### config.mk
export PLATFORM = sky130hd
export DESIGN_NAME = cpu_top
export DESIGN_NICKNAME = d
export VERILOG_FILES = /design/src/hw/cpu_pkg.sv /design/src/hw/cpu_top.sv /design/src/hw/control_fsm.sv /design/src/hw/datapath.sv /design/src/hw/mem_port.sv /design/src/hw/program_counter.sv
export SDC_FILE = /design/constraint.sdc
export NUM_CORES = 1
export LEC_CHECK = 0
export ABC_AREA = 1
export BUFFER_PORTS_ARGS = -buffer_cell sky130_fd_sc_hd__buf_2
export CORE_ASPECT_RATIO = 1.75
export CORE_MARGIN = 1.5
export CORE_UTILIZATION = 58
export CTS_CLUSTER_SIZE = 14
export DETAILED_ROUTE_END_ITERATION = 8
export GPL_TIMING_DRIVEN = 0
export PLACE_DENSITY = 0.78
export SLEW_MARGIN = 30
export SYNTH_ARGS = -nofsm -noshare
export SYNTH_HDL_FRONTEND = slang
export SYNTH_SLANG_ARGS = --single-unit
### constraint.sdc
create_clock -name clk -period 6.9 [get_ports clk]
set_clock_uncertainty 0.1 [all_clocks]
set_input_delay 0.345 -clock clk [delete_from_list [all_inputs] [get_ports clk]]
set_output_delay 0.345 -clock clk [all_outputs]
set_load 0.05 [all_outputs]
### src/hw/cpu_pkg.sv
package cpu_pkg;

    // instruction word layout: opcode, then three operand fields
    localparam int OPCODE_BITS    = 4;
    localparam int FIELD_BITS     = 4;
    localparam int DATA_ADDR_BITS = 3;

    localparam int OPCODE_LSB = 12;
    localparam int A1_LSB     = 8;
    localparam int A2_LSB     = 4;
    localparam int A3_LSB     = 0;

    typedef enum logic [OPCODE_BITS-1:0] {
        OP_MOV  = 4'd0,
        OP_ADD  = 4'd1,
        OP_SUB  = 4'd2,
        OP_MUL  = 4'd3,
        OP_IN   = 4'd7,
        OP_OUT  = 4'd8,
        OP_STOP = 4'd15
    } opcode_e;

    typedef enum logic [3:0] {
        FETCH,
        DECODE,
        READ_B,
        READ_C,
        EXECUTE,
        WRITE,
        OUTPUT,
        HALT
    } state_e;

    // source of the memory address for the current access
    typedef enum logic [1:0] {
        ADDR_PC,
        ADDR_A1,
        ADDR_A2,
        ADDR_A3
    } addr_sel_e;

endpackage
### src/hw/cpu_top.sv
`timescale 1ns/1ns

module cpu_top #(
    parameter int DATA_WIDTH = 16,
    parameter int ADDR_WIDTH = 6,
    parameter int START_PC   = 8
) (
    input  logic                  clk,
    input  logic                  rst_n,
    input  logic [DATA_WIDTH-1:0] in,
    input  logic                  mem_ack,
    input  logic [DATA_WIDTH-1:0] mem_rdata,
    output logic                  mem_req,
    output logic                  mem_we,
    output logic [ADDR_WIDTH-1:0] mem_addr,
    output logic [DATA_WIDTH-1:0] mem_wdata,
    output logic [DATA_WIDTH-1:0] out,
    output logic                  out_strobe,
    output logic                  halted
);

    import cpu_pkg::*;

    // sequencer controls
    logic      start;
    logic      we;
    logic      done;
    logic      pc_inc;
    logic      ir_ld;
    logic      acc_ld_mem;
    logic      acc_ld_alu;
    logic      out_ld;
    addr_sel_e addr_sel;

    // decode feedback
    opcode_e opcode;
    logic    operand_ok;

    logic [ADDR_WIDTH-1:0] pc;
    logic [ADDR_WIDTH-1:0] addr;
    logic [DATA_WIDTH-1:0] wdata;
    logic [DATA_WIDTH-1:0] rdata;

    control_fsm control_fsm_i (
        .clk        (clk),
        .rst_n      (rst_n),
        .opcode     (opcode),
        .operand_ok (operand_ok),
        .done       (done),
        .start      (start),
        .we         (we),
        .pc_inc     (pc_inc),
        .ir_ld      (ir_ld),
        .acc_ld_mem (acc_ld_mem),
        .acc_ld_alu (acc_ld_alu),
        .out_ld     (out_ld),
        .halted     (halted),
        .addr_sel   (addr_sel)
    );

    program_counter #(
        .ADDR_WIDTH (ADDR_WIDTH),
        .START_PC   (START_PC)
    ) program_counter_i (
        .clk   (clk),
        .rst_n (rst_n),
        .inc   (pc_inc),
        .pc    (pc)
    );

    mem_port #(
        .ADDR_WIDTH (ADDR_WIDTH),
        .DATA_WIDTH (DATA_WIDTH)
    ) mem_port_i (
        .clk       (clk),
        .rst_n     (rst_n),
        .start     (start),
        .we        (we),
        .addr      (addr),
        .wdata     (wdata),
        .done      (done),
        .rdata     (rdata),
        .mem_req   (mem_req),
        .mem_we    (mem_we),
        .mem_addr  (mem_addr),
        .mem_wdata (mem_wdata),
        .mem_ack   (mem_ack),
        .mem_rdata (mem_rdata)
    );

    datapath #(
        .ADDR_WIDTH (ADDR_WIDTH),
        .DATA_WIDTH (DATA_WIDTH)
    ) datapath_i (
        .clk        (clk),
        .rst_n      (rst_n),
        .ir_ld      (ir_ld),
        .acc_ld_mem (acc_ld_mem),
        .acc_ld_alu (acc_ld_alu),
        .out_ld     (out_ld),
        .addr_sel   (addr_sel),
        .pc         (pc),
        .rdata      (rdata),
        .in         (in),
        .opcode     (opcode),
        .operand_ok (operand_ok),
        .addr       (addr),
        .wdata      (wdata),
        .out        (out),
        .out_strobe (out_strobe)
    );

endmodule

### src/hw/control_fsm.sv
`timescale 1ns/1ns

module control_fsm (
    input  logic                clk,
    input  logic                rst_n,
    input  cpu_pkg::opcode_e    opcode,
    input  logic                operand_ok,
    input  logic                done,
    output logic                start,
    output logic                we,
    output logic                pc_inc,
    output logic                ir_ld,
    output logic                acc_ld_mem,
    output logic                acc_ld_alu,
    output logic                out_ld,
    output logic                halted,
    output cpu_pkg::addr_sel_e  addr_sel
);

    import cpu_pkg::*;

    state_e state;
    state_e state_next;
    logic   pending;
    logic   access_state;

    // states that own exactly one memory access
    assign access_state = (state == FETCH) || (state == READ_B) || (state == READ_C) ||
                          (state == WRITE) || (state == OUTPUT);

    // first cycle of an access state issues the request
    assign start  = access_state && !pending;
    assign we     = (state == WRITE);
    assign halted = (state == HALT);

    always_ff @(posedge clk or negedge rst_n) begin
        if (!rst_n) begin
            state   <= FETCH;
            pending <= 1'b0;
        end else begin
            state <= state_next;
            if (start) begin
                pending <= 1'b1;
            end else if (done) begin
                pending <= 1'b0;
            end
        end
    end

    always_comb begin
        state_next = state;
        pc_inc     = 1'b0;
        ir_ld      = 1'b0;
        acc_ld_mem = 1'b0;
        acc_ld_alu = 1'b0;
        out_ld     = 1'b0;
        addr_sel   = ADDR_PC;
        case (state)
            FETCH: begin
                if (done) begin
                    ir_ld      = 1'b1;
                    pc_inc     = 1'b1;
                    state_next = DECODE;
                end
            end
            DECODE: begin
                if (!operand_ok) begin
                    state_next = HALT;
                end else begin
                    case (opcode)
                        OP_MOV, OP_ADD, OP_SUB, OP_MUL: state_next = READ_B;
                        OP_IN:                          state_next = WRITE;
                        OP_OUT:                         state_next = OUTPUT;
                        default:                        state_next = HALT;
                    endcase
                end
            end
            READ_B: begin
                addr_sel = ADDR_A2;
                if (done) begin
                    acc_ld_mem = 1'b1;
                    // MOV only copies while arithmetic still needs its second operand
                    state_next = (opcode == OP_MOV) ? WRITE : READ_C;
                end
            end
            READ_C: begin
                addr_sel = ADDR_A3;
                if (done) begin
                    state_next = EXECUTE;
                end
            end
            EXECUTE: begin
                // rdata still holds the A3 operand here
                acc_ld_alu = 1'b1;
                state_next = WRITE;
            end
            WRITE: begin
                addr_sel = ADDR_A1;
                if (done) begin
                    state_next = FETCH;
                end
            end
            OUTPUT: begin
                addr_sel = ADDR_A1;
                if (done) begin
                    out_ld     = 1'b1;
                    state_next = FETCH;
                end
            end
            HALT: begin
                state_next = HALT;
            end
            default: begin
                state_next = HALT;
            end
        endcase
    end

    // only one access in flight so the next start waits for the previous done
    a_single_access: assert property (@(posedge clk) disable iff (!rst_n)
        start |=> (!start throughout done[->1]));

    a_halt_sticky: assert property (@(posedge clk) disable iff (!rst_n)
        (state == HALT) |=> (state == HALT));

    // a data access never runs with an indirect operand field
    a_no_indirect_access: assert property (@(posedge clk) disable iff (!rst_n)
        (start && (state != FETCH)) |-> operand_ok);

endmodule

### src/hw/datapath.sv
`timescale 1ns/1ns

module datapath #(
    parameter int ADDR_WIDTH = 6,
    parameter int DATA_WIDTH = 16
) (
    input  logic                  clk,
    input  logic                  rst_n,
    input  logic                  ir_ld,
    input  logic                  acc_ld_mem,
    input  logic                  acc_ld_alu,
    input  logic                  out_ld,
    input  cpu_pkg::addr_sel_e    addr_sel,
    input  logic [ADDR_WIDTH-1:0] pc,
    input  logic [DATA_WIDTH-1:0] rdata,
    input  logic [DATA_WIDTH-1:0] in,
    output cpu_pkg::opcode_e      opcode,
    output logic                  operand_ok,
    output logic [ADDR_WIDTH-1:0] addr,
    output logic [DATA_WIDTH-1:0] wdata,
    output logic [DATA_WIDTH-1:0] out,
    output logic                  out_strobe
);

    import cpu_pkg::*;

    logic [DATA_WIDTH-1:0] ir;
    logic [DATA_WIDTH-1:0] acc;
    logic [DATA_WIDTH-1:0] alu_result;
    logic [FIELD_BITS-1:0] a1;
    logic [FIELD_BITS-1:0] a2;
    logic [FIELD_BITS-1:0] a3;

    // low field bits select one of the eight data words
    function automatic logic [ADDR_WIDTH-1:0] data_addr(input logic [FIELD_BITS-1:0] field);
        return {{(ADDR_WIDTH-DATA_ADDR_BITS){1'b0}}, field[DATA_ADDR_BITS-1:0]};
    endfunction

    assign opcode = opcode_e'(ir[OPCODE_LSB +: OPCODE_BITS]);
    assign a1     = ir[A1_LSB +: FIELD_BITS];
    assign a2     = ir[A2_LSB +: FIELD_BITS];
    assign a3     = ir[A3_LSB +: FIELD_BITS];

    // top bit of a field is the indirect flag, only checked on fields in use
    always_comb begin
        case (opcode)
            OP_MOV:                 operand_ok = !a1[FIELD_BITS-1] && !a2[FIELD_BITS-1];
            OP_ADD, OP_SUB, OP_MUL: operand_ok = !a1[FIELD_BITS-1] && !a2[FIELD_BITS-1] &&
                                                 !a3[FIELD_BITS-1];
            OP_IN, OP_OUT:          operand_ok = !a1[FIELD_BITS-1];
            default:                operand_ok = 1'b1;
        endcase
    end

    always_comb begin
        case (opcode)
            OP_ADD:  alu_result = acc + rdata;
            OP_SUB:  alu_result = acc - rdata;
            OP_MUL:  alu_result = acc * rdata;
            default: alu_result = acc;
        endcase
    end

    always_comb begin
        case (addr_sel)
            ADDR_A1: addr = data_addr(a1);
            ADDR_A2: addr = data_addr(a2);
            ADDR_A3: addr = data_addr(a3);
            default: addr = pc;
        endcase
    end

    assign wdata = (opcode == OP_IN) ? in : acc;

    always_ff @(posedge clk) begin
        if (ir_ld) begin
            ir <= rdata;
        end
        if (acc_ld_mem) begin
            acc <= rdata;
        end else if (acc_ld_alu) begin
            acc <= alu_result;
        end
    end

    always_ff @(posedge clk or negedge rst_n) begin
        if (!rst_n) begin
            out        <= '0;
            out_strobe <= 1'b0;
        end else begin
            out_strobe <= out_ld;
            if (out_ld) begin
                out <= rdata;
            end
        end
    end

endmodule

### src/hw/mem_port.sv
`timescale 1ns/1ns

module mem_port #(
    parameter int ADDR_WIDTH = 6,
    parameter int DATA_WIDTH = 16
) (
    input  logic                  clk,
    input  logic                  rst_n,
    input  logic                  start,
    input  logic                  we,
    input  logic [ADDR_WIDTH-1:0] addr,
    input  logic [DATA_WIDTH-1:0] wdata,
    output logic                  done,
    output logic [DATA_WIDTH-1:0] rdata,
    output logic                  mem_req,
    output logic                  mem_we,
    output logic [ADDR_WIDTH-1:0] mem_addr,
    output logic [DATA_WIDTH-1:0] mem_wdata,
    input  logic                  mem_ack,
    input  logic [DATA_WIDTH-1:0] mem_rdata
);

    typedef enum logic [1:0] {
        PH_IDLE,
        PH_REQ,
        PH_RELEASE
    } phase_e;

    phase_e phase;

    always_ff @(posedge clk or negedge rst_n) begin
        if (!rst_n) begin
            phase   <= PH_IDLE;
            mem_req <= 1'b0;
            mem_we  <= 1'b0;
            done    <= 1'b0;
        end else begin
            done <= 1'b0;
            case (phase)
                PH_IDLE: begin
                    if (start) begin
                        mem_req <= 1'b1;
                        mem_we  <= we;
                        phase   <= PH_REQ;
                    end
                end
                PH_REQ: begin
                    if (mem_ack) begin
                        mem_req <= 1'b0;
                        mem_we  <= 1'b0;
                        phase   <= PH_RELEASE;
                    end
                end
                PH_RELEASE: begin
                    // slave has to let go of ack before the access counts as finished
                    if (!mem_ack) begin
                        done  <= 1'b1;
                        phase <= PH_IDLE;
                    end
                end
                default: phase <= PH_IDLE;
            endcase
        end
    end

    always_ff @(posedge clk) begin
        if (phase == PH_IDLE && start) begin
            mem_addr  <= addr;
            mem_wdata <= wdata;
        end
        // read data is only valid while ack is high
        if (phase == PH_REQ && mem_ack && !mem_we) begin
            rdata <= mem_rdata;
        end
    end

    a_req_until_ack: assert property (@(posedge clk) disable iff (!rst_n)
        $fell(mem_req) |-> $past(mem_ack));

endmodule

### src/hw/program_counter.sv
`timescale 1ns/1ns

module program_counter #(
    parameter int ADDR_WIDTH = 6,
    parameter int START_PC   = 8
) (
    input  logic                  clk,
    input  logic                  rst_n,
    input  logic                  inc,
    output logic [ADDR_WIDTH-1:0] pc
);

    always_ff @(posedge clk or negedge rst_n) begin
        if (!rst_n) begin
            pc <= ADDR_WIDTH'(START_PC);
        end else if (inc) begin
            pc <= pc + 1'b1;
        end
    end

    // program must stop before running off the end of memory
    a_no_wrap: assert property (@(posedge clk) disable iff (!rst_n)
        inc |=> (pc != '0));

endmodule

# Word-level counts from Yosys, hierarchy flattened
# Cells that the tools add are included.
# W data, S select, Z words.
# totals
inputBits,35
out_inout_bits,42
ff_bits,103
word_cells,105
# classes
add_sub_neg,3
reduce_logical,30
n_eq_ne,24
n_mul,1
mux,33
# ops
cell,n
$mux W16,3
$pmux W16 S3,1
$pmux W4 S6,1
$eq A4 B3 Y1 const B,5
$mux W4,5
$pmux W6 S3,1
$add A16 B16 Y16,1
$eq A4 B2 Y1 const B,4
$mul A16 B16 Y16,1
$sub A16 B16 Y16,1
$mux W1,12
$pmux W2 S3,2
$ne A2 B1 Y1 const B,5
$pmux W3 S3,1
$eq A4 B1 Y1 const B,2
$logic_not A4 Y1,2
$add A6 B1 Y6 const B,1
$eq A2 B2 Y1 const B,3
$logic_and A1 B1 Y1,6
$mux W2,3
$reduce_and A3 Y1,2
$reduce_bool A2 Y1,3
$logic_not A1 Y1,5
$eq A2 B1 Y1 const B,2
other kinds (13),19

# Depth between registers and ports, before layout
# Gate-level depths: netlist (run 1).
# logic_depth
word_depth,8
mapped_depth,32
ltp_nobuf,31

# Hierarchy
# Synthesis (run 1) repeated with hierarchy kept, for this count alone.
# unflattened
cells_unflattened,1239
hier_area_um2,9902.0
# by_module_without_submodules
module,area_each_um2,cells_per_inst,n_inst,seq_area_each_um2
datapath,7820.0,1075,1,1386.3
mem_port,1351.3,60,1,1266.2
control_fsm,441.7,72,1,100.1
program_counter,289.0,32,1,151.4

# Worst setup path after synthesis (run 1)
# Ideal clock, no wire load.
# synth_timing
path_kind,register -> register
startpoint,register mem_port_i.rdata[1]
endpoint,register datapath_i.acc[15] (data pin)
setup_ns,0.253
path_buffers,2
path_slack_ns,1.335
arrival_time_ns,5.212
t_required_ns,6.547
synth_period_minus_slack_ns,5.565
path_stages_with_launch,27
path_cell_list,edfxtp_1 -> buf_6 -> clkbuf_1 -> nand2_1 -> fa_1 -> fa_1 -> fa_1 -> fa_1 -> inv_1 -> fa_1 -> inv_1 -> fa_1 -> inv_1 -> ha_1 -> inv_1 -> nor3_1 -> nand3_1 -> nand4_1 -> nand2_1 -> nand2_1 -> nand2_1 -> nand2_1 -> inv_1 -> nand2_1 -> nand3_1 -> nand3_1 -> nand2_1
# synth_via
elab_chain_len,4
word_cells_on_any_way,6
cone_classes,add/sub (2); mul (1); mux (3)
# synth_rtl
item,line_no,text
"start, declared",mem_port.sv:14,"output logic [DATA_WIDTH-1:0] rdata,"
"start signal, assigned",mem_port.sv:73,rdata <= mem_rdata;
"$mul A16 B16 Y16, or another cell as far along",datapath.sv:59,OP_MUL: alu_result = acc * rdata;
$pmux W16 S3 *,datapath.sv:56,case (opcode)
$mux W16 *,datapath.sv:81,end else if (acc_ld_alu) begin
$mux W16 *,datapath.sv:79,if (acc_ld_mem) begin
"end signal, assigned",datapath.sv:80,acc <= rdata;
"end signal, assigned",datapath.sv:82,acc <= alu_result;
"end, declared",datapath.sv:28,logic [DATA_WIDTH-1:0] acc;
# Mark *: on every way between the ends. The rest lies on a longest branch, timed or not. The select of a mux whose other input is x is not followed.
# A chain may end at the register's enable or synchronous reset.

# Worst setup path in the final report (run 1)
# layout_timing
startpoint,register mem_port_i.rdata[6]
endpoint,register datapath_i.acc[15] (data pin)
# Same word-level chain as after synthesis.

==> flow_summary.json, run 1 <==
{
  "synthArstFlopShare": 0.314,
  "hold_class": "primary input to flop",
  "nFillCells": 1393,
  "cts_sinks": 102,
  "routed_via_density": 5.49,
  "final_hold_viol_count": 0,
  "startpoint_type": "flop",
  "path_max_fanout": 10,
  "synth_edf_count": 70,
  "switching_share": 0.533,
  "finalPower_mw": 5.04,
  "register_area_um2": 2900,
  "port_buffers": 76,
  "htree_levels": 3,
  "drive_gt1_frac": 0.111,
  "synth_nets": 1382,
  "postRouteAntennaNets": 0,
  "grt_pass1_vias": 8548,
  "most-common-layout-cells": "nand2_1 (355), inv_1 (266), buf_2 (89), fa_1 (81), edfxtp_1 (70)",
  "drc": 0,
  "grt_max_degree": 33,
  "ys_ff_latch": 102,
  "rows": 62,
  "fin_area_um2": 10500,
  "crit_required_ps": 6920,
  "clockBufferDepth": 2,
  "grt_usage": 0.317,
  "final_util": 0.647,
  "die_area_um2": 17400,
  "cts_tree": "yes",
  "outcome": "complete, no violations",
  "cts_buffers": 9,
  "synth_cell_types": 51,
  "placed_cell_area_um2": 10200,
  "clock_power_share": 0.102,
  "cellPowerDensity_nw_per_um2": 478,
  "synth_ff_type": "edfxtp_1",
  "crit_path_end_kind": "flop",
  "first_pass_iters": 5,
  "grt_setup_unrepaired": "false",
  "worstSetupPathType": "flop to flop",
  "grt_pass1_wl_um": 41800,
  "cts-resized-gates": 0,
  "wl_um": 26100,
  "maxCapViolCount": 0,
  "power_switching_mw": 2.68,
  "power_frac_comb": 0.714,
  "multiInputGateArea_um2": 5450,
  "maxSlewHeadroom": 0.433,
  "syn_to_final_growth_pct": 9.70,
  "post_drt_wl_per_cell_um": 17.6,
  "setup_violations": 0,
  "drt-initial-drc-count": 469,
  "final_common_cell": "nand2_1",
  "seq_area_frac_synth": 0.302,
  "yosysWarnings": 0,
  "post-route-period-util": 0.931,
  "ioPinCount": 77,
  "dieWidth_um": 100,
  "max_freq_mhz": 156,
  "final_net_count": 1469,
  "core_area_um2": 16300,
  "path_clk_slew_ps": 80,
  "antenna_found_initial": 0,
  "setup_tns_ps": 0,
  "maxSlewViolCount": 0,
  "period_needed_ps": 6420,
  "p_int_mw": 2.35,
  "cts_root_buffer": "clkbuf_16",
  "via_count": 8139,
  "syn_avg_cell_area_um2": 8.01,
  "p_leak_nw": 5.78,
  "die_y_um": 173,
  "pwr-share-seq": 0.184,
  "dp_hpwl_um": 21000,
  "globalplace.congestion": 0.977,
  "diodes": 0,
  "clock_latency_ps": 360,
  "crit_arrival_ps": 6450,
  "syn_inst": 1199,
  "worstMarginPinSlew_ps": 849,
  "synth_area_um2": 9610,
  "vdd_drop_max_v": 0.000457,
  "overflow": 0,
  "start_util": 0.590
}
## state kept, by name (all words and copies together) (netlist names), 2 cells and up
signal,count
mem_port_i.mem_addr,6
control_fsm_i.state,3
mem_port_i.mem_wdata,16
datapath_i.acc,16
program_counter_i.pc,6
mem_port_i.rdata,16
datapath_i.out,16
datapath_i.ir,16
mem_port_i.phase,2
## what timing repair did
item / 4_1_cts / 5_1_grt
hold buffers: 1 / 0
hold endpoints to repair: 31 / 0
setup endpoints to repair: 0 / 1
setup buffers: 0 / 0
## per-stage QoR
stage	hold WS, ps	worst slack, ps	cells
floorplan	-50.6	1330	1199
global placement	328	488	1467
detailed placement	335	439	1468
CTS	64.4	391	1485
global route	70.2	74.8	1483
finish	67.4	476	1483
## routing by layer
| metal | vias up | share of wire | GRT usage |
|---|---|---|---|
| li1 | 3861 | - | - |
| met4 | 0 | 0.075 | 0.221 |
| met1 | 3860 | 0.34 | 0.315 |
| met5 | - | 0 | 0 |
| met2 | 296 | 0.54 | 0.591 |
| met3 | 122 | 0.047 | 0.0415 |
## final cells by class
| class | instances | area share |
|---|---|---|
| inverters | 276 | 0.0986 |
| clock inverters | 6 | 0.00641 |
| repair buffers | 78 | 0.0378 |
| multi-input cells | 779 | 0.518 |
| well taps | 192 | 0.0228 |
| clock buffers | 10 | 0.0217 |
| plain buffers | 40 | 0.0196 |
| flip-flops and latches | 102 | 0.276 |
## power groups by stage
stage / sequential [mW] / clock [mW] / combinational [mW]
6_report: 0.927 / 0.515 / 3.59
5_1_grt: 0.940 / 0.534 / 4.14
4_1_cts: 0.926 / 0.515 / 3.60
3_5_place_dp: 0.937 / 0 / 3.58
3_3_place_gp: 0.933 / 0 / 3.50
2_1_floorplan: 1.21 / 0 / 2.38
## synth_stat cells (17+ instances only)
cell / n / area share
edfxtp_1: 70 / 0.22
dfrtp_1: 31 / 0.081
o21ai_0: 34 / 0.018
fa_1: 81 / 0.17
a21oi_1: 37 / 0.019
nand3_1: 52 / 0.027
xor2_1: 17 / 0.016
ha_1: 67 / 0.087
nand2_1: 355 / 0.14
inv_1: 266 / 0.10
nor2_1: 41 / 0.016
clkbuf_1: 18 / 0.0070
## final timing paths
| kind | slack [ps] | cells past startpoint | start | to |
|---|---|---|---|---|
| max | 480 | 27 | mem_port_i.rdata[6] | datapath_i.acc[15] |
| min | 70 | 1 | mem_rdata[9] | mem_port_i.rdata[9] |
| max reg2reg | 480 | 27 | mem_port_i.rdata[6] | datapath_i.acc[15] |
| min reg2reg | 360 | 0 | mem_port_i.rdata[12] | datapath_i.ir[12] |
| max in group asynchronous | 5730 | 2 | rst_n | program_counter_i.pc[1] |
| min in group asynchronous | 490 | 2 | rst_n | datapath_i.out_strobe |
## worst max-delay path: stages (launching register included)
cell      delay, ps
edfxtp_1        540
clkbuf_1        590
nand2_1         110
inv_1            90
fa_1            400
inv_1            80
fa_1            460
fa_1            520
fa_1            540
inv_1            60
fa_1            480
inv_1            60
fa_1            470
inv_1            40
ha_1            360
inv_1            90
nor3_1          280
nand3_1         130
nand4_1         180
nand2_1          70
nand2_1          60
nand2_1          40
nand2_1         120
inv_1            50
nand2_1          60
nand3_1          70
nand3_1          90
nand2_1          50
## cell families after synthesis
logic type	count (synthesis)	synth area share
adder cells (fa/ha/maj)	148	0.256
buffers and inverters	318	0.130
XOR/XNOR	30	0.0281
AO/OA/AOI/OAI	118	0.0724
multiplexers	6	0.00703
flip-flops	102	0.302
AND/OR/NAND/NOR	477	0.204
(Power assumes the default switching activity.)
==> run 2: changes to the inputs <==
- CORE_ASPECT_RATIO: 1.75 -> not set
==> flow_summary.json, run 2 (synthesis results as in run 1) <==
{
  "post_drt_wl_per_cell_um": 16.1,
  "start_util": 0.598,
  "path_max_fanout": 10,
  "r2r_slack_ps": 420,
  "p_leak_nw": 5.80,
  "dp_hpwl_um": 18500,
  "crit_path_end_kind": "flop",
  "htree_levels": 3,
  "path_clk_slew_ps": 70,
  "wl_um": 24300,
  "overflow": 0,
  "startpoint_type": "flop",
  "syn_to_final_growth_pct": 10.2,
  "drc": 0,
  "crit_required_ps": 6900,
  "grt_usage": 0.293,
  "preCtsSetupSlack_ps": 517,
  "cellPowerDensity_nw_per_um2": 468,
  "final_net_count": 1471,
  "setup_tns_ps": 0,
  "r2r-start": "mem_port_i.rdata[1]",
  "via_count": 8146,
  "dieWidth_um": 132,
  "cts_hold_buffers": 1,
  "crit_arrival_ps": 6490,
  "period_needed_ps": 6480,
  "grt_pass1_wl_um": 40000,
  "cts-resized-gates": 0,
  "die_area_um2": 17300,
  "clockBufferDepth": 2,
  "setup_violations": 0,
  "globalplace.congestion": 0.968,
  "fin_area_um2": 10600,
  "vdd_drop_max_v": 0.000312,
  "placed_cell_area_um2": 10300,
  "grt_max_degree": 33,
  "ioPinCount": 77,
  "worstSetupPathType": "flop to flop",
  "maxSlewViolCount": 0,
  "die_y_um": 132,
  "cts_tree": "yes",
  "antenna_found_initial": 0,
  "postRouteAntennaNets": 0,
  "core_area_um2": 16100,
  "clock_latency_ps": 360,
  "hold_end": "mem_port_i.rdata[5]",
  "r2r_end": "datapath_i.acc[15]",
  "cts_sinks": 102,
  "worstMarginPinSlew_ps": 776,
  "drive_gt1_frac": 0.111,
  "cts_root_buffer": "clkbuf_16",
  "r2r_cells": 26,
  "worst_slack_ps": 420,
  "outcome": "complete, no violations",
  "most-common-layout-cells": "nand2_1 (355), inv_1 (266), buf_2 (89), fa_1 (81), edfxtp_1 (70)",
  "routed_via_density": 5.40,
  "maxSlewHeadroom": 0.482,
  "drt-initial-drc-count": 728,
  "cts_buffers": 9,
  "rows": 46,
  "diodes": 0,
  "nFillCells": 1349,
  "grt_setup_unrepaired": "false",
  "min_from": "mem_rdata[5]",
  "final_hold_viol_count": 0,
  "whs_ps": 65.0,
  "maxCapViolCount": 0,
  "finalPower_mw": 4.95,
  "max_freq_mhz": 154,
  "first_pass_iters": 5,
  "grt_pass1_vias": 8156,
  "hold_class": "primary input to flop",
  "final_common_cell": "nand2_1",
  "hold_depth": 1,
  "port_buffers": 76,
  "post-route-period-util": 0.939,
  "post_cts_buffers": 0
}
## run 2: worst max-delay path by stage
stage,start,endpoint,slack (ps),cells after the start
finish,mem_port_i.rdata[1],datapath_i.acc[15],420,26
global route,mem_port_i.rdata[1],datapath_i.acc[15],160,26
CTS,mem_port_i.rdata[1],datapath_i.acc[15],460,26
detailed placement,mem_port_i.rdata[1],datapath_i.acc[15],520,26
global placement,mem_port_i.rdata[1],datapath_i.acc[15],590,26
floorplan,mem_port_i.rdata[1],datapath_i.acc[15],1330,26
## run 2: layer usage
layer	vias up	GRT usage	share of wire
li1	3868	-	-
met1	3807	0.380	0.40
met2	395	0.480	0.47
met3	76	0.0602	0.095
met4	0	0.122	0.037
met5	-	0	0
## run 2: per-stage QoR
stage,std cells,util
finish,1509,0.659
floorplan,1199,-
detailed placement,1492,0.639
global route,1509,0.659
global placement,1491,0.639
CTS,1509,0.659
## run 2: layout make-up
type | count | area [um^2] | area share
Inverter | 276 | 1040 | 0.0981
Sequential cell | 102 | 2900 | 0.274
Multi-Input combinational cell | 779 | 5450 | 0.515
Buffer | 42 | 214 | 0.0202
Timing Repair Buffer | 78 | 398 | 0.0376
Clock buffer | 10 | 250 | 0.0236
Tap cell | 216 | 270 | 0.0255
Clock inverter | 6 | 60.1 | 0.00567
## run 2: critical path, stage by stage, from the launching register on
cell and delay (ps):
edfxtp_1 380, buf_6 190, clkbuf_1 540, nand2_1 190, fa_1 550, fa_1 590
fa_1 450, fa_1 550, inv_1 50, fa_1 500, inv_1 60, fa_1 490
inv_1 50, ha_1 360, inv_1 70, nor3_1 230, nand3_1 100, nand4_1 160
nand2_1 70, nand2_1 60, nand2_1 50, nand2_1 100, inv_1 50, nand2_1 50
nand3_1 60, nand3_1 100, nand2_1 60
## run 2: where the power goes
group	total, mW	switching, mW	leakage [nW]	internal, mW
Sequential	0.921	0.0845	1.06	0.836
Clock	0.524	0.248	0.154	0.276
Combinational	3.51	2.29	4.59	1.22
Total	4.95	2.62	5.80	2.34
==> run 3: changes to the inputs <==
- CORE_UTILIZATION: 58 -> 50
- PLACE_DENSITY: 0.78 -> 0.68
==> flow_summary.json, run 3 (synthesis results as in run 1) <==
{
  "ioPinCount": 77,
  "fin_area_um2": 10600,
  "grt_pass1_wl_um": 40000,
  "preCtsSetupSlack_ps": 484,
  "maxSlewViolCount": 0,
  "drive_gt1_frac": 0.112,
  "diodes": 0,
  "globalplace.congestion": 0.904,
  "cts-resized-gates": 0,
  "grt_usage": 0.260,
  "cts_sinks": 102,
  "cts_hold_buffers": 1,
  "path_max_fanout": 10,
  "drc": 0,
  "crit_required_ps": 6900,
  "critPathTopFamily": "adder cells",
  "clockBufferDepth": 2,
  "post_drt_wl_per_cell_um": 16.2,
  "cts_buffers": 9,
  "final_hold_viol_count": 0,
  "path_clk_slew_ps": 70,
  "clock_latency_ps": 350,
  "port_buffers": 76,
  "cellPowerDensity_nw_per_um2": 468,
  "wl_um": 24700,
  "grt_setup_unrepaired": "false",
  "dieWidth_um": 142,
  "rows": 50,
  "overflow": 0,
  "nFillCells": 1758,
  "dp_hpwl_um": 19100,
  "drt-initial-drc-count": 569,
  "max_freq_mhz": 153,
  "final_common_cell": "nand2_1",
  "p_leak_nw": 5.79,
  "crit_path_end_kind": "flop",
  "postRouteAntennaNets": 0,
  "max_stage_delay_ps": 600,
  "worstSetupPathType": "flop to flop",
  "maxCapViolCount": 0,
  "vdd_drop_max_v": 0.000401,
  "routed_via_density": 5.18,
  "hold_class": "primary input to flop",
  "cts_tree": "yes",
  "register_area_um2": 2900,
  "r2r_slack_ps": 380,
  "core_area_um2": 18800,
  "antenna_found_initial": 0,
  "maxSlewHeadroom": 0.443,
  "period_needed_ps": 6520,
  "die_area_um2": 20100,
  "final_net_count": 1472,
  "post-route-period-util": 0.945,
  "multiInputGateArea_um2": 5450,
  "worstMarginPinSlew_ps": 834,
  "die_y_um": 142,
  "grt_pass1_vias": 7874,
  "via_count": 7918,
  "start_util": 0.512,
  "setup_violations": 0,
  "most-common-layout-cells": "nand2_1 (355), inv_1 (266), buf_2 (89), fa_1 (81), edfxtp_1 (70)",
  "placed_cell_area_um2": 10300,
  "crit_arrival_ps": 6520,
  "startpoint_type": "flop",
  "crit_top_cell": "nand2_1",
  "cts_root_buffer": "clkbuf_16",
  "first_pass_iters": 5,
  "setup_tns_ps": 0,
  "syn_to_final_growth_pct": 10.4,
  "cp_slowest_cell": "fa_1",
  "crit_buf_inv": 7,
  "htree_levels": 3,
  "grt_max_degree": 33,
  "outcome": "complete, no violations",
  "worst_slack_ps": 381,
  "post_cts_buffers": 0
}
## run 3: per-stage QoR
| stage | utilization | hold slack (ps) | cells | power [mW] |
|---|---|---|---|---|
| after floorplan | - | -50.6 | 1199 | 3.60 |
| after global placement | 0.548 | 333 | 1509 | 4.40 |
| after detailed placement | 0.549 | 335 | 1511 | 4.44 |
| after CTS | 0.565 | 62.8 | 1528 | 4.98 |
| after global routing | 0.565 | 61.5 | 1528 | 5.54 |
| final | 0.565 | 69.2 | 1528 | 4.96 |
## run 3: final timing paths
path,from,end,depth (start not counted)
worst max-delay path,mem_port_i.rdata[2],datapath_i.acc[15],26
worst min-delay path,mem_rdata[0],mem_port_i.rdata[0],1
worst max register to register,mem_port_i.rdata[2],datapath_i.acc[15],26
worst min register to register,mem_port_i.rdata[11],datapath_i.ir[11],0
max in group asynchronous,rst_n,datapath_i.out[15],2
min in group asynchronous,rst_n,datapath_i.out[4],2
## run 3: layer usage
layer	global-route usage	vias to the layer above	wire length (um)
li1	-	3880	-
met1	0.360	3702	11000
met2	0.418	279	11200
met3	0.0442	57	1730
met4	0.0819	0	684
met5	0	-	0
## run 3: power breakdown
| part | switching (mW) | internal (mW) | leakage (nW) |
|---|---|---|---|
| clock network | 0.245 | 0.253 | 0.141 |
| registers | 0.0862 | 0.836 | 1.06 |
| logic | 2.30 | 1.23 | 4.59 |
## run 3: cell type report
class                      count  share of cell area
timing repair buffer          79              0.0382
sequential                   102               0.274
clock inverter                 7             0.00637
inverter                     276              0.0980
multi-input combinational    779               0.514
buffer                        42              0.0202
clock buffer                   9              0.0212
tap                          234              0.0276
## run 3: worst register-to-register path, delay by kind of cell, from the launching register on
kind / cells / cell delay, ps
adder cells (fa/ha/maj): 7 / 3490
flip-flops: 1 / 400
buffers and inverters: 7 / 1020
AND/OR/NAND/NOR: 12 / 1280
